File: config.mk
export PLATFORM = sky130hd
export DESIGN_NAME = fc_layer_top
export DESIGN_NICKNAME = d
export VERILOG_FILES = /design/src/fc_ctrl_pkg.sv /design/src/fc_data_pkg.sv /design/src/fc_layer_top.sv /design/src/fc_mac_array.sv /design/src/fc_operand_fifo.sv /design/src/fc_operand_reader.sv
export SDC_FILE = /design/constraint.sdc
export NUM_CORES = 1
export LEC_CHECK = 0
export BUFFER_PORTS_ARGS = -buffer_cell sky130_fd_sc_hd__buf_2
export CORE_MARGIN = 8
export CORE_UTILIZATION = 59
export CTS_BUF_LIST = sky130_fd_sc_hd__clkbuf_8
export DETAILED_ROUTE_END_ITERATION = 12
export PLACE_DENSITY = 0.78
export SETUP_SLACK_MARGIN = 0.02
export SLEW_MARGIN = 20
export SYNTH_ARGS = -nofsm -noshare
export SYNTH_HDL_FRONTEND = slang
export SYNTH_SLANG_ARGS = --single-unit
File: constraint.sdc
create_clock -name clk -period 8.1 [get_ports clk]
set_input_delay 0.405 -clock clk [delete_from_list [all_inputs] [get_ports clk]]
set_output_delay 0.405 -clock clk [all_outputs]
set_load 0.005 [all_outputs]
File: src/fc_ctrl_pkg.sv
package fc_ctrl_pkg;

	// Phase of the read and write state machines
	typedef enum logic [1:0] {
		PH_IDLE = 2'b00,
		PH_RUN  = 2'b01,
		PH_DONE = 2'b10
	} phase_t;

endpackage

File: src/fc_data_pkg.sv
package fc_data_pkg;

	// Lane and neuron sizing
	localparam int DEF_LANE_W     = 8;   // One node or weight lane
	localparam int DEF_NUM_CORES  = 4;   // Neurons, one weight lane each

	// Four lane widths leave room for long sums
	localparam int DEF_ACC_W      = 32;

	// Memory side
	localparam int DEF_AWIDTH     = 12;
	localparam int DEF_CNT_W      = 13;  // Must exceed DEF_AWIDTH

	// Operand buffer
	localparam int DEF_FIFO_DEPTH = 4;

endpackage
File: src/fc_layer_top.sv
`timescale 1ns/1ps

module fc_layer_top
	import fc_data_pkg::*;
#(
	parameter int LANE_W     = DEF_LANE_W,
	parameter int NUM_CORES  = DEF_NUM_CORES,
	parameter int ACC_W      = DEF_ACC_W,
	parameter int AWIDTH     = DEF_AWIDTH,
	parameter int CNT_W      = DEF_CNT_W,
	parameter int FIFO_DEPTH = DEF_FIFO_DEPTH
) (
	input  logic                          clk,
	input  logic                          reset_n,
	input  logic                          i_run,
	input  logic [CNT_W-1:0]              i_num_cnt,
	output logic [AWIDTH-1:0]             o_node_addr,
	output logic                          o_node_ce,
	output logic [AWIDTH-1:0]             o_wgt_addr,
	output logic                          o_wgt_ce,
	input  logic [LANE_W-1:0]             i_node_q,
	input  logic [NUM_CORES*LANE_W-1:0]   i_wgt_q,
	output logic                          o_idle,
	output logic                          o_read,
	output logic                          o_write,
	output logic                          o_done,
	output logic [NUM_CORES*ACC_W-1:0]    o_result
);

	logic                        run_accept;
	logic                        read_idle;
	logic                        push;
	logic                        push_last;
	logic [LANE_W-1:0]           push_node;
	logic [NUM_CORES*LANE_W-1:0] push_wgt;
	logic                        pop;
	logic                        not_empty;
	logic                        head_last;
	logic [LANE_W-1:0]           head_node;
	logic [NUM_CORES*LANE_W-1:0] head_wgt;

	// Start only when both sides are idle
	assign run_accept = i_run && o_idle;

	fc_operand_reader #(
		.LANE_W     (LANE_W),
		.NUM_CORES  (NUM_CORES),
		.AWIDTH     (AWIDTH),
		.CNT_W      (CNT_W)
	) u_reader (
		.clk         (clk),
		.reset_n     (reset_n),
		.i_run       (run_accept),
		.i_num_cnt   (i_num_cnt),
		.i_node_q    (i_node_q),
		.i_wgt_q     (i_wgt_q),
		.o_node_addr (o_node_addr),
		.o_wgt_addr  (o_wgt_addr),
		.o_node_ce   (o_node_ce),
		.o_wgt_ce    (o_wgt_ce),
		.o_read      (o_read),
		.o_read_idle (read_idle),
		.o_push      (push),
		.o_push_last (push_last),
		.o_push_node (push_node),
		.o_push_wgt  (push_wgt)
	);

	fc_operand_fifo #(
		.LANE_W     (LANE_W),
		.NUM_CORES  (NUM_CORES),
		.FIFO_DEPTH (FIFO_DEPTH)
	) u_fifo (
		.clk         (clk),
		.reset_n     (reset_n),
		.i_push      (push),
		.i_push_last (push_last),
		.i_pop       (pop),
		.i_push_node (push_node),
		.i_push_wgt  (push_wgt),
		.o_not_empty (not_empty),
		.o_head_last (head_last),
		.o_head_node (head_node),
		.o_head_wgt  (head_wgt)
	);

	fc_mac_array #(
		.LANE_W     (LANE_W),
		.NUM_CORES  (NUM_CORES),
		.ACC_W      (ACC_W)
	) u_mac_array (
		.clk         (clk),
		.reset_n     (reset_n),
		.i_run       (run_accept),
		.i_read_idle (read_idle),
		.i_not_empty (not_empty),
		.i_head_last (head_last),
		.i_head_node (head_node),
		.i_head_wgt  (head_wgt),
		.o_pop       (pop),
		.o_write     (o_write),
		.o_done      (o_done),
		.o_idle      (o_idle),
		.o_result    (o_result)
	);

endmodule

File: src/fc_mac_array.sv
`timescale 1ns/1ps

module fc_mac_array
	import fc_data_pkg::*;
	import fc_ctrl_pkg::*;
#(
	parameter int LANE_W    = DEF_LANE_W,
	parameter int NUM_CORES = DEF_NUM_CORES,
	parameter int ACC_W     = DEF_ACC_W
) (
	input  logic                          clk,
	input  logic                          reset_n,
	input  logic                          i_run,
	input  logic                          i_read_idle,
	input  logic                          i_not_empty,
	input  logic                          i_head_last,
	input  logic [LANE_W-1:0]             i_head_node,
	input  logic [NUM_CORES*LANE_W-1:0]   i_head_wgt,
	output logic                          o_pop,
	output logic                          o_write,
	output logic                          o_done,
	output logic                          o_idle,
	output logic [NUM_CORES*ACC_W-1:0]    o_result
);

	phase_t wr_phase;
	phase_t wr_phase_nxt;
	logic   p_valid;   // Product stage holds an entry
	logic   p_last;
	logic   acc_last;  // Last entry enters the accumulators

	// Head is taken whenever present as nothing pushes back
	assign o_pop = i_not_empty;

	always_ff @(posedge clk or negedge reset_n) begin
		if (!reset_n) begin
			p_valid <= 1'b0;
			p_last  <= 1'b0;
		end else begin
			p_valid <= o_pop;
			p_last  <= o_pop && i_head_last;
		end
	end

	assign acc_last = p_valid && p_last;

	// One multiplier and accumulator per neuron
	for (genvar k = 0; k < NUM_CORES; k++) begin : g_lane
		logic [LANE_W-1:0]   wgt_lane;
		logic [2*LANE_W-1:0] prod;
		logic [ACC_W-1:0]    acc;

		assign wgt_lane = i_head_wgt[k*LANE_W +: LANE_W];

		always_ff @(posedge clk) begin
			if (o_pop) begin
				prod <= i_head_node * wgt_lane;  // Unsigned
			end
		end

		always_ff @(posedge clk or negedge reset_n) begin
			if (!reset_n) begin
				acc <= '0;
			end else if (i_run && o_idle) begin
				acc <= '0;  // New pass starts from zero
			end else if (p_valid) begin
				acc <= acc + ACC_W'(prod);
			end
		end

		assign o_result[k*ACC_W +: ACC_W] = acc;
	end

	// Write state machine follows the accumulated data
	always_ff @(posedge clk or negedge reset_n) begin
		if (!reset_n) begin
			wr_phase <= PH_IDLE;
		end else begin
			wr_phase <= wr_phase_nxt;
		end
	end

	always_comb begin
		wr_phase_nxt = wr_phase;
		case (wr_phase)
			PH_IDLE: if (i_run) wr_phase_nxt = PH_RUN;
			PH_RUN:  if (acc_last) wr_phase_nxt = PH_DONE;
			PH_DONE: wr_phase_nxt = PH_IDLE;
			default: wr_phase_nxt = PH_IDLE;
		endcase
	end

	// Write side is the slower one, so it gives done
	assign o_idle  = i_read_idle && (wr_phase == PH_IDLE);
	assign o_write = (wr_phase == PH_RUN);
	assign o_done  = (wr_phase == PH_DONE);

endmodule

File: src/fc_operand_fifo.sv
`timescale 1ns/1ps

module fc_operand_fifo
	import fc_data_pkg::*;
#(
	parameter int LANE_W     = DEF_LANE_W,
	parameter int NUM_CORES  = DEF_NUM_CORES,
	parameter int FIFO_DEPTH = DEF_FIFO_DEPTH
) (
	input  logic                          clk,
	input  logic                          reset_n,
	input  logic                          i_push,
	input  logic                          i_push_last,
	input  logic                          i_pop,
	input  logic [LANE_W-1:0]             i_push_node,
	input  logic [NUM_CORES*LANE_W-1:0]   i_push_wgt,
	output logic                          o_not_empty,
	output logic                          o_head_last,
	output logic [LANE_W-1:0]             o_head_node,
	output logic [NUM_CORES*LANE_W-1:0]   o_head_wgt
);

	localparam int PTR_W = (FIFO_DEPTH > 1) ? $clog2(FIFO_DEPTH) : 1;
	localparam int OCC_W = $clog2(FIFO_DEPTH + 1);

	logic [LANE_W-1:0]           node_mem [FIFO_DEPTH];
	logic [NUM_CORES*LANE_W-1:0] wgt_mem  [FIFO_DEPTH];
	logic                        last_mem [FIFO_DEPTH];
	logic [PTR_W-1:0]            wr_ptr;
	logic [PTR_W-1:0]            rd_ptr;
	logic [OCC_W-1:0]            occ;
	logic                        do_pop;

	assign do_pop = i_pop && o_not_empty;  // Pop on empty is dropped

	// Entry storage
	always_ff @(posedge clk) begin
		if (i_push) begin
			node_mem[wr_ptr] <= i_push_node;
			wgt_mem[wr_ptr]  <= i_push_wgt;
			last_mem[wr_ptr] <= i_push_last;
		end
	end

	always_ff @(posedge clk or negedge reset_n) begin
		if (!reset_n) begin
			wr_ptr <= '0;
			rd_ptr <= '0;
		end else begin
			if (i_push) begin
				wr_ptr <= (wr_ptr == PTR_W'(FIFO_DEPTH - 1)) ? '0 : wr_ptr + 1'b1;
			end
			if (do_pop) begin
				rd_ptr <= (rd_ptr == PTR_W'(FIFO_DEPTH - 1)) ? '0 : rd_ptr + 1'b1;
			end
		end
	end

	// Occupancy count where push and pop may share a cycle
	always_ff @(posedge clk or negedge reset_n) begin
		if (!reset_n) begin
			occ <= '0;
		end else begin
			case ({i_push, do_pop})
				2'b10:   occ <= occ + 1'b1;
				2'b01:   occ <= occ - 1'b1;
				default: occ <= occ;
			endcase
		end
	end

	assign o_not_empty = (occ != '0);
	assign o_head_node = node_mem[rd_ptr];
	assign o_head_wgt  = wgt_mem[rd_ptr];
	assign o_head_last = last_mem[rd_ptr];

endmodule

File: src/fc_operand_reader.sv
`timescale 1ns/1ps

module fc_operand_reader
	import fc_data_pkg::*;
	import fc_ctrl_pkg::*;
#(
	parameter int LANE_W    = DEF_LANE_W,
	parameter int NUM_CORES = DEF_NUM_CORES,
	parameter int AWIDTH    = DEF_AWIDTH,
	parameter int CNT_W     = DEF_CNT_W
) (
	input  logic                          clk,
	input  logic                          reset_n,
	input  logic                          i_run,
	input  logic [CNT_W-1:0]              i_num_cnt,
	input  logic [LANE_W-1:0]             i_node_q,
	input  logic [NUM_CORES*LANE_W-1:0]   i_wgt_q,
	output logic [AWIDTH-1:0]             o_node_addr,
	output logic [AWIDTH-1:0]             o_wgt_addr,
	output logic                          o_node_ce,
	output logic                          o_wgt_ce,
	output logic                          o_read,
	output logic                          o_read_idle,
	output logic                          o_push,
	output logic                          o_push_last,
	output logic [LANE_W-1:0]             o_push_node,
	output logic [NUM_CORES*LANE_W-1:0]   o_push_wgt
);

	phase_t            rd_phase;
	phase_t            rd_phase_nxt;
	logic [CNT_W-1:0]  num_cnt;
	logic [AWIDTH-1:0] addr_cnt;
	logic              is_read_done;
	logic              r_valid;
	logic              r_last;

	always_ff @(posedge clk or negedge reset_n) begin
		if (!reset_n) begin
			rd_phase <= PH_IDLE;
		end else begin
			rd_phase <= rd_phase_nxt;
		end
	end

	always_comb begin
		rd_phase_nxt = rd_phase;
		case (rd_phase)
			PH_IDLE: if (i_run) rd_phase_nxt = PH_RUN;
			PH_RUN:  if (is_read_done) rd_phase_nxt = PH_DONE;
			PH_DONE: rd_phase_nxt = PH_IDLE;
			default: rd_phase_nxt = PH_IDLE;
		endcase
	end

	assign o_read      = (rd_phase == PH_RUN);
	assign o_read_idle = (rd_phase == PH_IDLE);

	// Count is taken only with an accepted start
	always_ff @(posedge clk or negedge reset_n) begin
		if (!reset_n) begin
			num_cnt <= '0;
		end else if (i_run && o_read_idle) begin
			num_cnt <= i_num_cnt;
		end
	end

	// Address counter zero-extended for the compare
	assign is_read_done = o_read &&
		({{(CNT_W-AWIDTH){1'b0}}, addr_cnt} == num_cnt - 1'b1);

	always_ff @(posedge clk or negedge reset_n) begin
		if (!reset_n) begin
			addr_cnt <= '0;
		end else if (is_read_done) begin
			addr_cnt <= '0;
		end else if (o_read) begin
			addr_cnt <= addr_cnt + 1'b1;
		end
	end

	// Both memories share one address
	assign o_node_addr = addr_cnt;
	assign o_wgt_addr  = addr_cnt;
	assign o_node_ce   = o_read;
	assign o_wgt_ce    = o_read;

	// One cycle memory latency
	always_ff @(posedge clk or negedge reset_n) begin
		if (!reset_n) begin
			r_valid <= 1'b0;
			r_last  <= 1'b0;
		end else begin
			r_valid <= o_read;
			r_last  <= is_read_done;  // Marks address N-1
		end
	end

	assign o_push      = r_valid;
	assign o_push_last = r_last;
	assign o_push_node = i_node_q;  // Valid while o_push is high
	assign o_push_wgt  = i_wgt_q;

endmodule

; ---- After elaboration in Yosys (flattened, before gate mapping)
; Memories as Yosys holds them, arrays and structs flattened.
; Cells that the tools add are included.
[word_totals]
ram_bits = 164
inputBits = 56
register_bits = 232
memories = 3
output_inout_bits = 158
wordCells = 83
[mem_list]
columns = memory, depth, width, read_ports, rd_ports_with_merged_regs, write_ports, line_no
row1 = u_fifo.wgt_mem, 4, 32, 1, 0, 1, fc_operand_fifo.sv:27  ; logic [NUM_CORES*LANE_W-1:0] wgt_mem [FIFO_DEPTH];
row2 = u_fifo.node_mem, 4, 8, 1, 0, 1, fc_operand_fifo.sv:26  ; logic [LANE_W-1:0] node_mem [FIFO_DEPTH];
row3 = u_fifo.last_mem, 4, 1, 1, 0, 1, fc_operand_fifo.sv:28  ; logic last_mem [FIFO_DEPTH];
[classes]
reduce_logical = 15
eq_ne = 12
n_mux = 20
n_mul = 4
addsub = 10
[ops]
columns = cell, n
row1 = 2-to-1 mux 32 bit, 8
row2 = adder 32 x 16 -> 32 bit, 4
row3 = multiplier 8 x 8 -> 16 bit, 4
row4 = 2-to-1 mux 12 bit, 2
row5 = == test 12 x 13 -> 1 bit, 1
row6 = "subtractor 13 x 1 -> 13 bit, second input constant", 1
row7 = "adder 12 x 1 -> 12 bit, second input constant", 1
row8 = 2-to-1 mux 2 bit, 5
row9 = "== test 2 bit, second input constant", 4
row10 = case mux 2 bit (2 select lines), 2
row11 = logical AND 1 bit, 7
row12 = "== test 2 x 1 -> 1 bit, second input constant", 3
row13 = "!= test 2 x 1 -> 1 bit, second input constant", 3
row14 = case mux 3 bit (2 select lines), 1
row15 = nonzero test 2 bit, 3
row16 = "adder 2 x 1 -> 2 bit, second input constant", 2
row17 = zero test 2 bit, 2
row18 = AND reduction 2 bit, 2
row19 = "adder 3 x 1 -> 3 bit, second input constant", 1
row20 = nonzero test 3 bit, 1
row21 = "subtractor 3 x 1 -> 3 bit, second input constant", 1
row22 = 2-to-1 mux 1 bit, 2
row23 = "!= test 2 bit, second input constant", 1

; ---- Logic depth before layout (Yosys ltp)
; Gate-level depths: netlist of run 1.
[depth]
depth_word = 5
depth_mapped = 24
ltp_nobuf = 20

; ---- By module
; A second synthesis of run 1 with hierarchy kept.
[unflattened]
cells_unflattened = 2513
area_unflattened_um2 = 27657.8
[modules_own_cells]
columns = mod, seq_area_each_um2, area_each_um2, cells_each, n_inst
row1 = fc_mac_array, 5225.0, 19189.7, 2041, 1
row2 = fc_operand_fifo, 5099.9, 6397.4, 254, 1
row3 = fc_operand_reader, 725.7, 2064.5, 217, 1
row4 = fc_layer_top, 0.0, 6.3, 1, 1

; ---- Worst setup path before layout of run 1
; Ideal clock, no wire load.
[synth_timing]
path_type = reg-to-reg
start = register u_fifo.rd_ptr[0]
end = register u_mac_array.g_lane[3].prod[14], data pin
setup_ns = 0.257
required_time_ns = 7.843
period_less_slack_ns = 5.596
stages_incl_launch_ff = 23
path_slack_ns = 2.504
n_path_buf = 4
arrival_ns = 5.338
cell_sequence = dfrtp_1 buf_2 buf_2 buf_2 mux2i_1 nand2_1 o21ai_1 clkbuf_1 nor2_1 fa_1 fa_1 fa_1 inv_1 fa_1 inv_1 ha_1 o21a_1 o21ai_0 a21oi_1 o21a_1 o21a_1 o41a_1 xor2_1
[synth_via]
elab_chain_len = 2
word_cells_on_any_way = 3
cone_classes = 1 x mul / 2 x memory
[synth_lines]
columns = element, line_no
row1 = start: declaration, fc_operand_fifo.sv:30  ; logic [PTR_W-1:0] rd_ptr;
row2 = start signal: assignment, fc_operand_fifo.sv:54  ; rd_ptr <= (rd_ptr == PTR_W'(FIFO_DEPTH - 1)) ? '0 : rd_ptr + 1'b1;
row3 = memory (4 x 8 bit) or memory (4 x 32 bit) (tied branches), -
row4 = multiplier 8 x 8 -> 16 bit *, fc_mac_array.sv:57  ; prod <= i_head_node * wgt_lane;
row5 = end signal: assignment, fc_mac_array.sv:57
row6 = end: declaration, fc_mac_array.sv:50  ; logic [2*LANE_W-1:0] prod;
; Every way passes the cells marked *; elsewhere a longest branch is shown, timed or not.
; A chain may end at the register's enable or synchronous reset.

; ---- Worst setup path after layout of run 1
[layout_timing]
start = register u_fifo.rd_ptr[0]
end = register u_mac_array.g_lane[2].prod[15], data pin
[layout_via]
elab_chain_len = 2
word_cells_on_any_way = 3
cone_classes = 1 x mul / 2 x memory
[layout_lines]
columns = element, line_no
row1 = memory (4 x 8 bit) or memory (4 x 32 bit) (tied branches), -
row2 = multiplier 8 x 8 -> 16 bit *, fc_mac_array.sv:57
row3 = end signal: assignment, fc_mac_array.sv:57
row4 = end: declaration, fc_mac_array.sv:50
; Marks and branches as above.

==> impl_metrics.yaml, run 1 <==
run_status:
  outcome: "complete, no violations"
routing:
  via_count: 19900
  drt-total-wl_mm: 61.49
  dr.pass1.iters: 5
  ant_nets: 0
  drc_errors: 0
  avgViaCountPerCell: 5.718
  wire_per_inst_um: 17.67
  drt_iter0_drc: 1428
sta:
  maxSlewViolCount: 0
  setup_viol: 0
  worst_pin_slew_ns: 0.9754
  rsz0062_at_grt: "false"
  final_hold_viol_count: 0
  slew_headroom_pct: 34.97
  final.min_clock_period_ns: 6.353
  skew_ns: 0.04293
  tns_ns: 0
  fin_crit_sh_pct: 78.43
  max_freq_ghz: 0.1574
yosys:
  ys_seq_elements: 396
  ys_types: 81
  synthCells: 2561
  synth_area_leaders: "edfxtp_1 (25%), dfrtp_1 (16%), fa_1 (11%)"
  synth_warnings: 0
  synth_top_area_share_pct: 25.31
  avgSynthCellArea_um2: 10.56
  synth-edff-count: 228
  yosysTopAreaCell: "edfxtp_1"
  ys.flop_type: "edfxtp_1"
  synthArstFlopShare_pct: 42.42
  syn_nets: 2982
  syn_area_mm2: 0.02705
  seq_area_frac_synth_pct: 40.85
critical_path:
  r2r_start: "u_fifo.rd_ptr[0]"
  arrival_ns: 6.72
  path_class: "reg -> reg"
  cp-end-kind: "flop"
  cp-start-kind: "flop"
  rr_endpoint: "u_mac_array.g_lane[2].prod[15]"
  r2r_cells: 19
  worst-path-max-fanout: 59
  cp_data_required_time_ns: 8.47
  rrSetupSlack_ns: 1.75
hold_path:
  hp-start: "i_wgt_q[7]"
  holdPathEnd: "u_fifo.wgt_mem[0][7]"
  hold_class: "in -> reg"
  hold_depth: 1
floorplan:
  dieHeight_um: 230.1
  placementRows: 78
  core_area_mm2: 0.04528
  die_area_mm2: 0.05296
  start_util_pct: 59.74
  die_x_um: 230.1
  io_pins: 214
placed_design:
  placed_cells: 3305
  place.gp.congestion: 0.8962
  dp_hpwl_mm: 45.22
  portBuffers: 213
final_layout:
  final_cell_mix: "nor2_1 (308), inv_1 (230), edfxtp_1 (228)"
  drive_gt1_share_pct: 14.48
  area_growth_pct: 12.91
  layout_commonest_cell: "nor2_1"
  instances_no_fill: 3481
  fillerInstances: 3433
  layout.nets: 3249
global_route:
  grtUsageMet1_pct: 31.33
  use_met3_pct: 4.592
  antenna_found_initial: 2
  grt_max_degree: 67
  top_usage_layer: "met2"
  grt.total_usage_pct: 22.90
  gr-total-overflow: 0
  met2_usage_pct: 35.97
  grt_pass1_wl_mm: 100.6
  grt_pass1_vias: 20100
clock_network:
  clockBufferDepth: 3
  cts.sinks: 396
  cts_tree: "built"
  numCtsBuffers: 68
  clk_latency_ns: 0.64
  clk_pin_slew_ns: 0.06
  cts_max_level: 3
  cts_root_buf: "clkbuf_8"
run:
  maxCapViolations: 0
[metal layers]
layer | wire length [µm] | part of all wire, %
met4 | 1661 | 2.7
met5 | 0 | 0
met2 | 27790 | 45
met1 | 27670 | 45
met3 | 4376 | 7.1
[flip-flops by register name, indices dropped and copies added (netlist names)]
| signal | count |
|---|---|
| u_reader.rd_phase | 2 |
| u_reader.o_node_addr | 12 |
| u_reader.o_push | 1 |
| u_fifo.wgt_mem | 128 |
| u_reader.o_push_last | 1 |
| u_mac_array.p_valid | 1 |
| u_fifo.occ | 3 |
| u_mac_array.p_last | 1 |
| u_mac_array.g_lane.prod | 64 |
| u_fifo.last_mem | 4 |
| u_fifo.node_mem | 32 |
| u_reader.num_cnt | 13 |
| u_mac_array.wr_phase | 2 |
| u_fifo.rd_ptr | 2 |
| u_fifo.wr_ptr | 2 |
| u_mac_array.g_lane.acc | 128 |
[cell families after synthesis]
family / Yosys count / share of synthesized area [%]
simple gates: 790 / 13.78
compound gates: 459 / 10.67
flops: 396 / 40.85
fa+ha+maj: 365 / 21.02
buf+inv: 307 / 4.560
xor+xnor: 136 / 4.403
mux: 108 / 4.731
[cell usage after synthesis (29+ instances only)]
cell type	n
dfrtp_1	168
edfxtp_1	228
a21oi_1	126
mux2_2	29
nand3_1	39
mux2i_1	66
and2_1	93
o21a_1	52
xnor2_1	87
xor2_1	49
ha_1	216
fa_1	149
o21ai_0	102
a211oi_1	36
inv_1	215
clkbuf_1	50
nor2_1	308
nand2_1	181
[layout make-up]
class | count | area (µm²) | share of cell area (%)
tap | 600 | 750.7 | 2.458
multi-input combinational | 1858 | 14780 | 48.38
timing repair buffer | 288 | 1768 | 5.788
inverter | 216 | 810.8 | 2.654
clock buffer | 75 | 1032 | 3.379
clock inverter | 47 | 344.1 | 1.126
sequential | 396 | 11060 | 36.21
antenna | 1 | 2.502 | 0.008192
[worst max-delay path, stage by stage, from the launching register on]
cell and delay, ns:
dfrtp_4 1.03, buf_4 0.38, mux2_2 0.36, o21ai_1 0.45, or2_2 0.22, fa_1 0.41, fa_1 0.54, inv_1 0.05
fa_1 0.48, inv_1 0.05, fa_1 0.47, inv_1 0.04, ha_1 0.31, o21a_1 0.12, o31a_1 0.12, o221a_2 0.26
o211ai_1 0.16, a21boi_1 0.11, o41ai_1 0.36, xnor2_1 0.10
[through the flow]
step / hold slack (ns) / setup slack [ns] / cell area [µm²] / util (%)
6_report: 0.06294 / 1.747 / 30550 / 67.45
3_3_place_gp: 0.4368 / 1.903 / 28640 / 63.24
4_1_cts: 0.01324 / 1.772 / 30540 / 67.45
5_1_grt: 0.04191 / 1.333 / 30550 / 67.45
2_1_floorplan: 0.1094 / 2.504 / 27050 / -
3_5_place_dp: 0.4474 / 1.792 / 28640 / 63.24
[repair_timing]
| item | 4_1_cts | 5_1_grt |
|---|---|---|
| buffers inserted | 0 | 0 |
| hold buffers | 53 | 0 |
| endpoints found under the hold margin | 227 | 0 |
| gates resized for setup | 0 | 0 |
[worst max path at each step]
stage / endpoint / depth (start not counted) / slack [ns] / from
after CTS: u_mac_array.g_lane[2].prod[15] / 19 / 1.77 / u_fifo.rd_ptr[0]
after global placement: u_mac_array.g_lane[2].prod[15] / 19 / 1.90 / u_fifo.rd_ptr[0]
after floorplan: u_mac_array.g_lane[3].prod[14] / 22 / 2.50 / u_fifo.rd_ptr[0]
after global routing: u_mac_array.g_lane[2].prod[15] / 19 / 1.33 / u_fifo.rd_ptr[0]
after detailed placement: u_mac_array.g_lane[2].prod[15] / 19 / 1.79 / u_fifo.rd_ptr[0]
final: u_mac_array.g_lane[2].prod[15] / 19 / 1.75 / u_fifo.rd_ptr[0]
Power of run 1 is left out: the tool's default activity adds up to more than one toggle a clock period on the data nets, which glitch-free logic cannot reach.
==> run 2: changes to the inputs <==
Settings changed: ABC_AREA set to 1, PLACE_DENSITY 0.78 to 0.77.
Clock period 8.1 ns to 6.05 ns, I/O delays scaled along.
==> impl_metrics.yaml, run 2 <==
clock_network:
  cts_tree: "built"
  clk_latency_ns: 0.67
  cts_max_level: 3
  cts_setup_buffers: 0
  clk_pin_slew_ns: 0.06
  cts.sinks: 396
  numCtsBuffers: 69
  clockBufferDepth: 3
  cts_root_buf: "clkbuf_8"
sta:
  final_hold_viol_count: 0
  max_freq_ghz: 0.1775
  setup_viol: 0
  tns_ns: 0
  fin_crit_sh_pct: 93.13
  rsz0062_at_grt: "false"
  final.min_clock_period_ns: 5.635
  worst_pin_slew_ns: 0.9866
  maxSlewViolCount: 0
  skew_ns: 0.05051
  slew_headroom_pct: 33.82
yosys:
  ys_types: 51
  syn_area_mm2: 0.02817
  ys_seq_elements: 396
  synth_top_cells_by_count: "nand2_1 (750), nor2_1 (436), inv_1 (422)"
  yosysTopAreaCell: "edfxtp_1"
  synth_top_area_share_pct: 24.31
  synth_area_leaders: "edfxtp_1 (24%), dfrtp_1 (15%), fa_1 (11%)"
  synth.most_common_cell: "nand2_1"
  synth-edff-count: 228
  synth_warnings: 0
  synthArstFlopShare_pct: 42.42
  seq_area_frac_synth_pct: 39.23
  synthCells: 3281
  syn_nets: 3702
  ys.flop_type: "edfxtp_1"
  avgSynthCellArea_um2: 8.585
final_layout:
  diodes: 0
  largestRegisters: "u_fifo.wgt_mem: 128 flops, u_mac_array.g_lane.acc: 128 flops, u_mac_array.g_lane.prod: 64 flops"
  layout_commonest_cell: "nand2_1"
  fillerInstances: 3864
  seqCellArea_mm2: 0.01105
  fin_util_pct: 66.74
  final_cell_mix: "nand2_1 (750), inv_1 (445), nor2_1 (436)"
  multi_input_area_mm2: 0.01501
  layout.nets: 3983
  drive_gt1_share_pct: 10.96
  area_growth_pct: 12.42
floorplan:
  die_area_mm2: 0.05499
  io_pins: 214
  start_util_pct: 59.37
  dieHeight_um: 234.5
  core_area_mm2: 0.04745
  placementRows: 80
  die_x_um: 234.5
routing:
  wire_per_inst_um: 17.18
  drt_iter0_drc: 1823
  drt-total-wl_mm: 72.66
  drc_errors: 0
  ant_nets: 0
  dr.pass1.iters: 5
  avgViaCountPerCell: 5.616
  via_count: 23750
hold_path:
  hold_depth: 5
  holdPathEnd: "u_mac_array.g_lane[1].acc[23]"
  hold_class: "in -> reg"
  hp-start: "i_run"
pwr:
  switching_share_pct: 44.43
  clock_power_share_pct: 18.4
  p_comb_share_pct: 50.6
  switchingPower_uw: 5826
  seq_power_share_pct: 31.1
  p_per_area_mw_per_mm2: 414.1
  power_leakage_uw: 0.01552
  ir_drop_mv: 0.2711
  internal_power_uw: 7287
critical_path:
  rr_endpoint: "u_mac_array.g_lane[2].prod[13]"
  rrSetupSlack_ns: 0.42
  critPathLaunch: "u_fifo.rd_ptr[0]"
  worst-path-max-fanout: 28
  cp-start-kind: "flop"
  cp_data_required_time_ns: 6.44
  cp-end-kind: "flop"
  r2r_start: "u_fifo.rd_ptr[0]"
  path_class: "reg -> reg"
  r2r_cells: 18
  arrival_ns: 6.02
global_route:
  antenna_found_initial: 0
  grt_pass1_vias: 23600
  grt_max_degree: 96
  grt.total_usage_pct: 26.46
  grt_pass1_wl_mm: 117.4
  gr-total-overflow: 0
placed_design:
  portBuffers: 213
  place.gp.congestion: 0.9237
  dp_hpwl_mm: 54.30
run:
  maxCapViolations: 0
run_status:
  outcome: "complete, no violations"
==> run 2: metal layers <==
metal  share of wire (%)  vias to the layer above  track usage (%)
met5                   0                        -                0
met3                 7.7                      144            4.627
li1                    -                    11340                -
met1                  44                    11330            35.81
met4                 3.1                        0            10.30
met2                  46                      933            42.35
==> run 2: timing repair <==
item	in CTS	in global routing
endpoints found under the hold margin	267	0
resized for setup	0	3
hold buffers	54	0
setup endpoints to repair	0	3
==> run 2: power groups by stage <==
stage                     Sequential [µW]  Clock (µW)  Combinational [µW]
after floorplan                      3920           0                4770
after global placement               4090           0                6310
after detailed placement             4100           0                6480
after CTS                            4050        2440                6570
after global routing                 4120        2570                7560
final                                4080        2410                6630
==> run 2: how the worst max path moves through the flow <==
stage	to	slack (ns)	cells past startpoint
2_1_floorplan	u_mac_array.g_lane[0].prod[12]	1.13	20
3_3_place_gp	u_mac_array.g_lane[3].prod[13]	0.56	18
3_5_place_dp	u_mac_array.g_lane[0].prod[12]	0.31	18
4_1_cts	u_mac_array.g_lane[0].prod[12]	0.31	18
5_1_grt	u_mac_array.g_lane[2].prod[13]	0.05	18
6_report	u_mac_array.g_lane[2].prod[13]	0.42	18
==> run 2: cell type report <==
cell class                 count  area share (%)
tap                          615           2.430
timing repair buffer         299           5.903
sequential                   396           34.90
clock buffer                  73           3.173
multi-input combinational   2361           47.42
inverter                     435           5.164
clock inverter                50           1.012
==> run 2: kinds of logic after synthesis <==
logic type	synth area share (%)
AOI/OAI and AO/OA	9.448
xor gates and xnor gates	2.052
adders and majority gates	20.18
buffers and inverters	7.467
DFF	39.23
and+or+nand+nor	21.62
==> run 2: worst max-delay path, cell delays in order (launching register included) <==
cell,delay (ns)
dfrtp_2,0.41
inv_2,0.34
buf_4,0.29
nand2_1,0.08
a32oi_2,0.40
inv_2,0.36
nor2_1,0.25
fa_1,0.43
fa_1,0.47
fa_1,0.49
inv_1,0.05
fa_1,0.47
inv_1,0.04
ha_1,0.32
a21oi_1,0.17
a21boi_0,0.30
o21ai_0,0.20
a31oi_1,0.20
xor2_1,0.08
==> run 2: through the flow <==
step	hold slack [ns]	std cells	setup slack, ns	power (µW)	cell area [µm²]
finish	0.2668	4229	0.4154	13110	31670
global route	0.2608	4229	0.04995	14260	31670
CTS	0.2236	4229	0.3123	13060	31660
detailed placement	0.4664	4052	0.3120	10590	29790
global placement	0.4607	4052	0.5551	10400	29790
floorplan	0.006909	3281	1.127	8689	28170
Note: power is estimated with default switching activity, not from simulation.
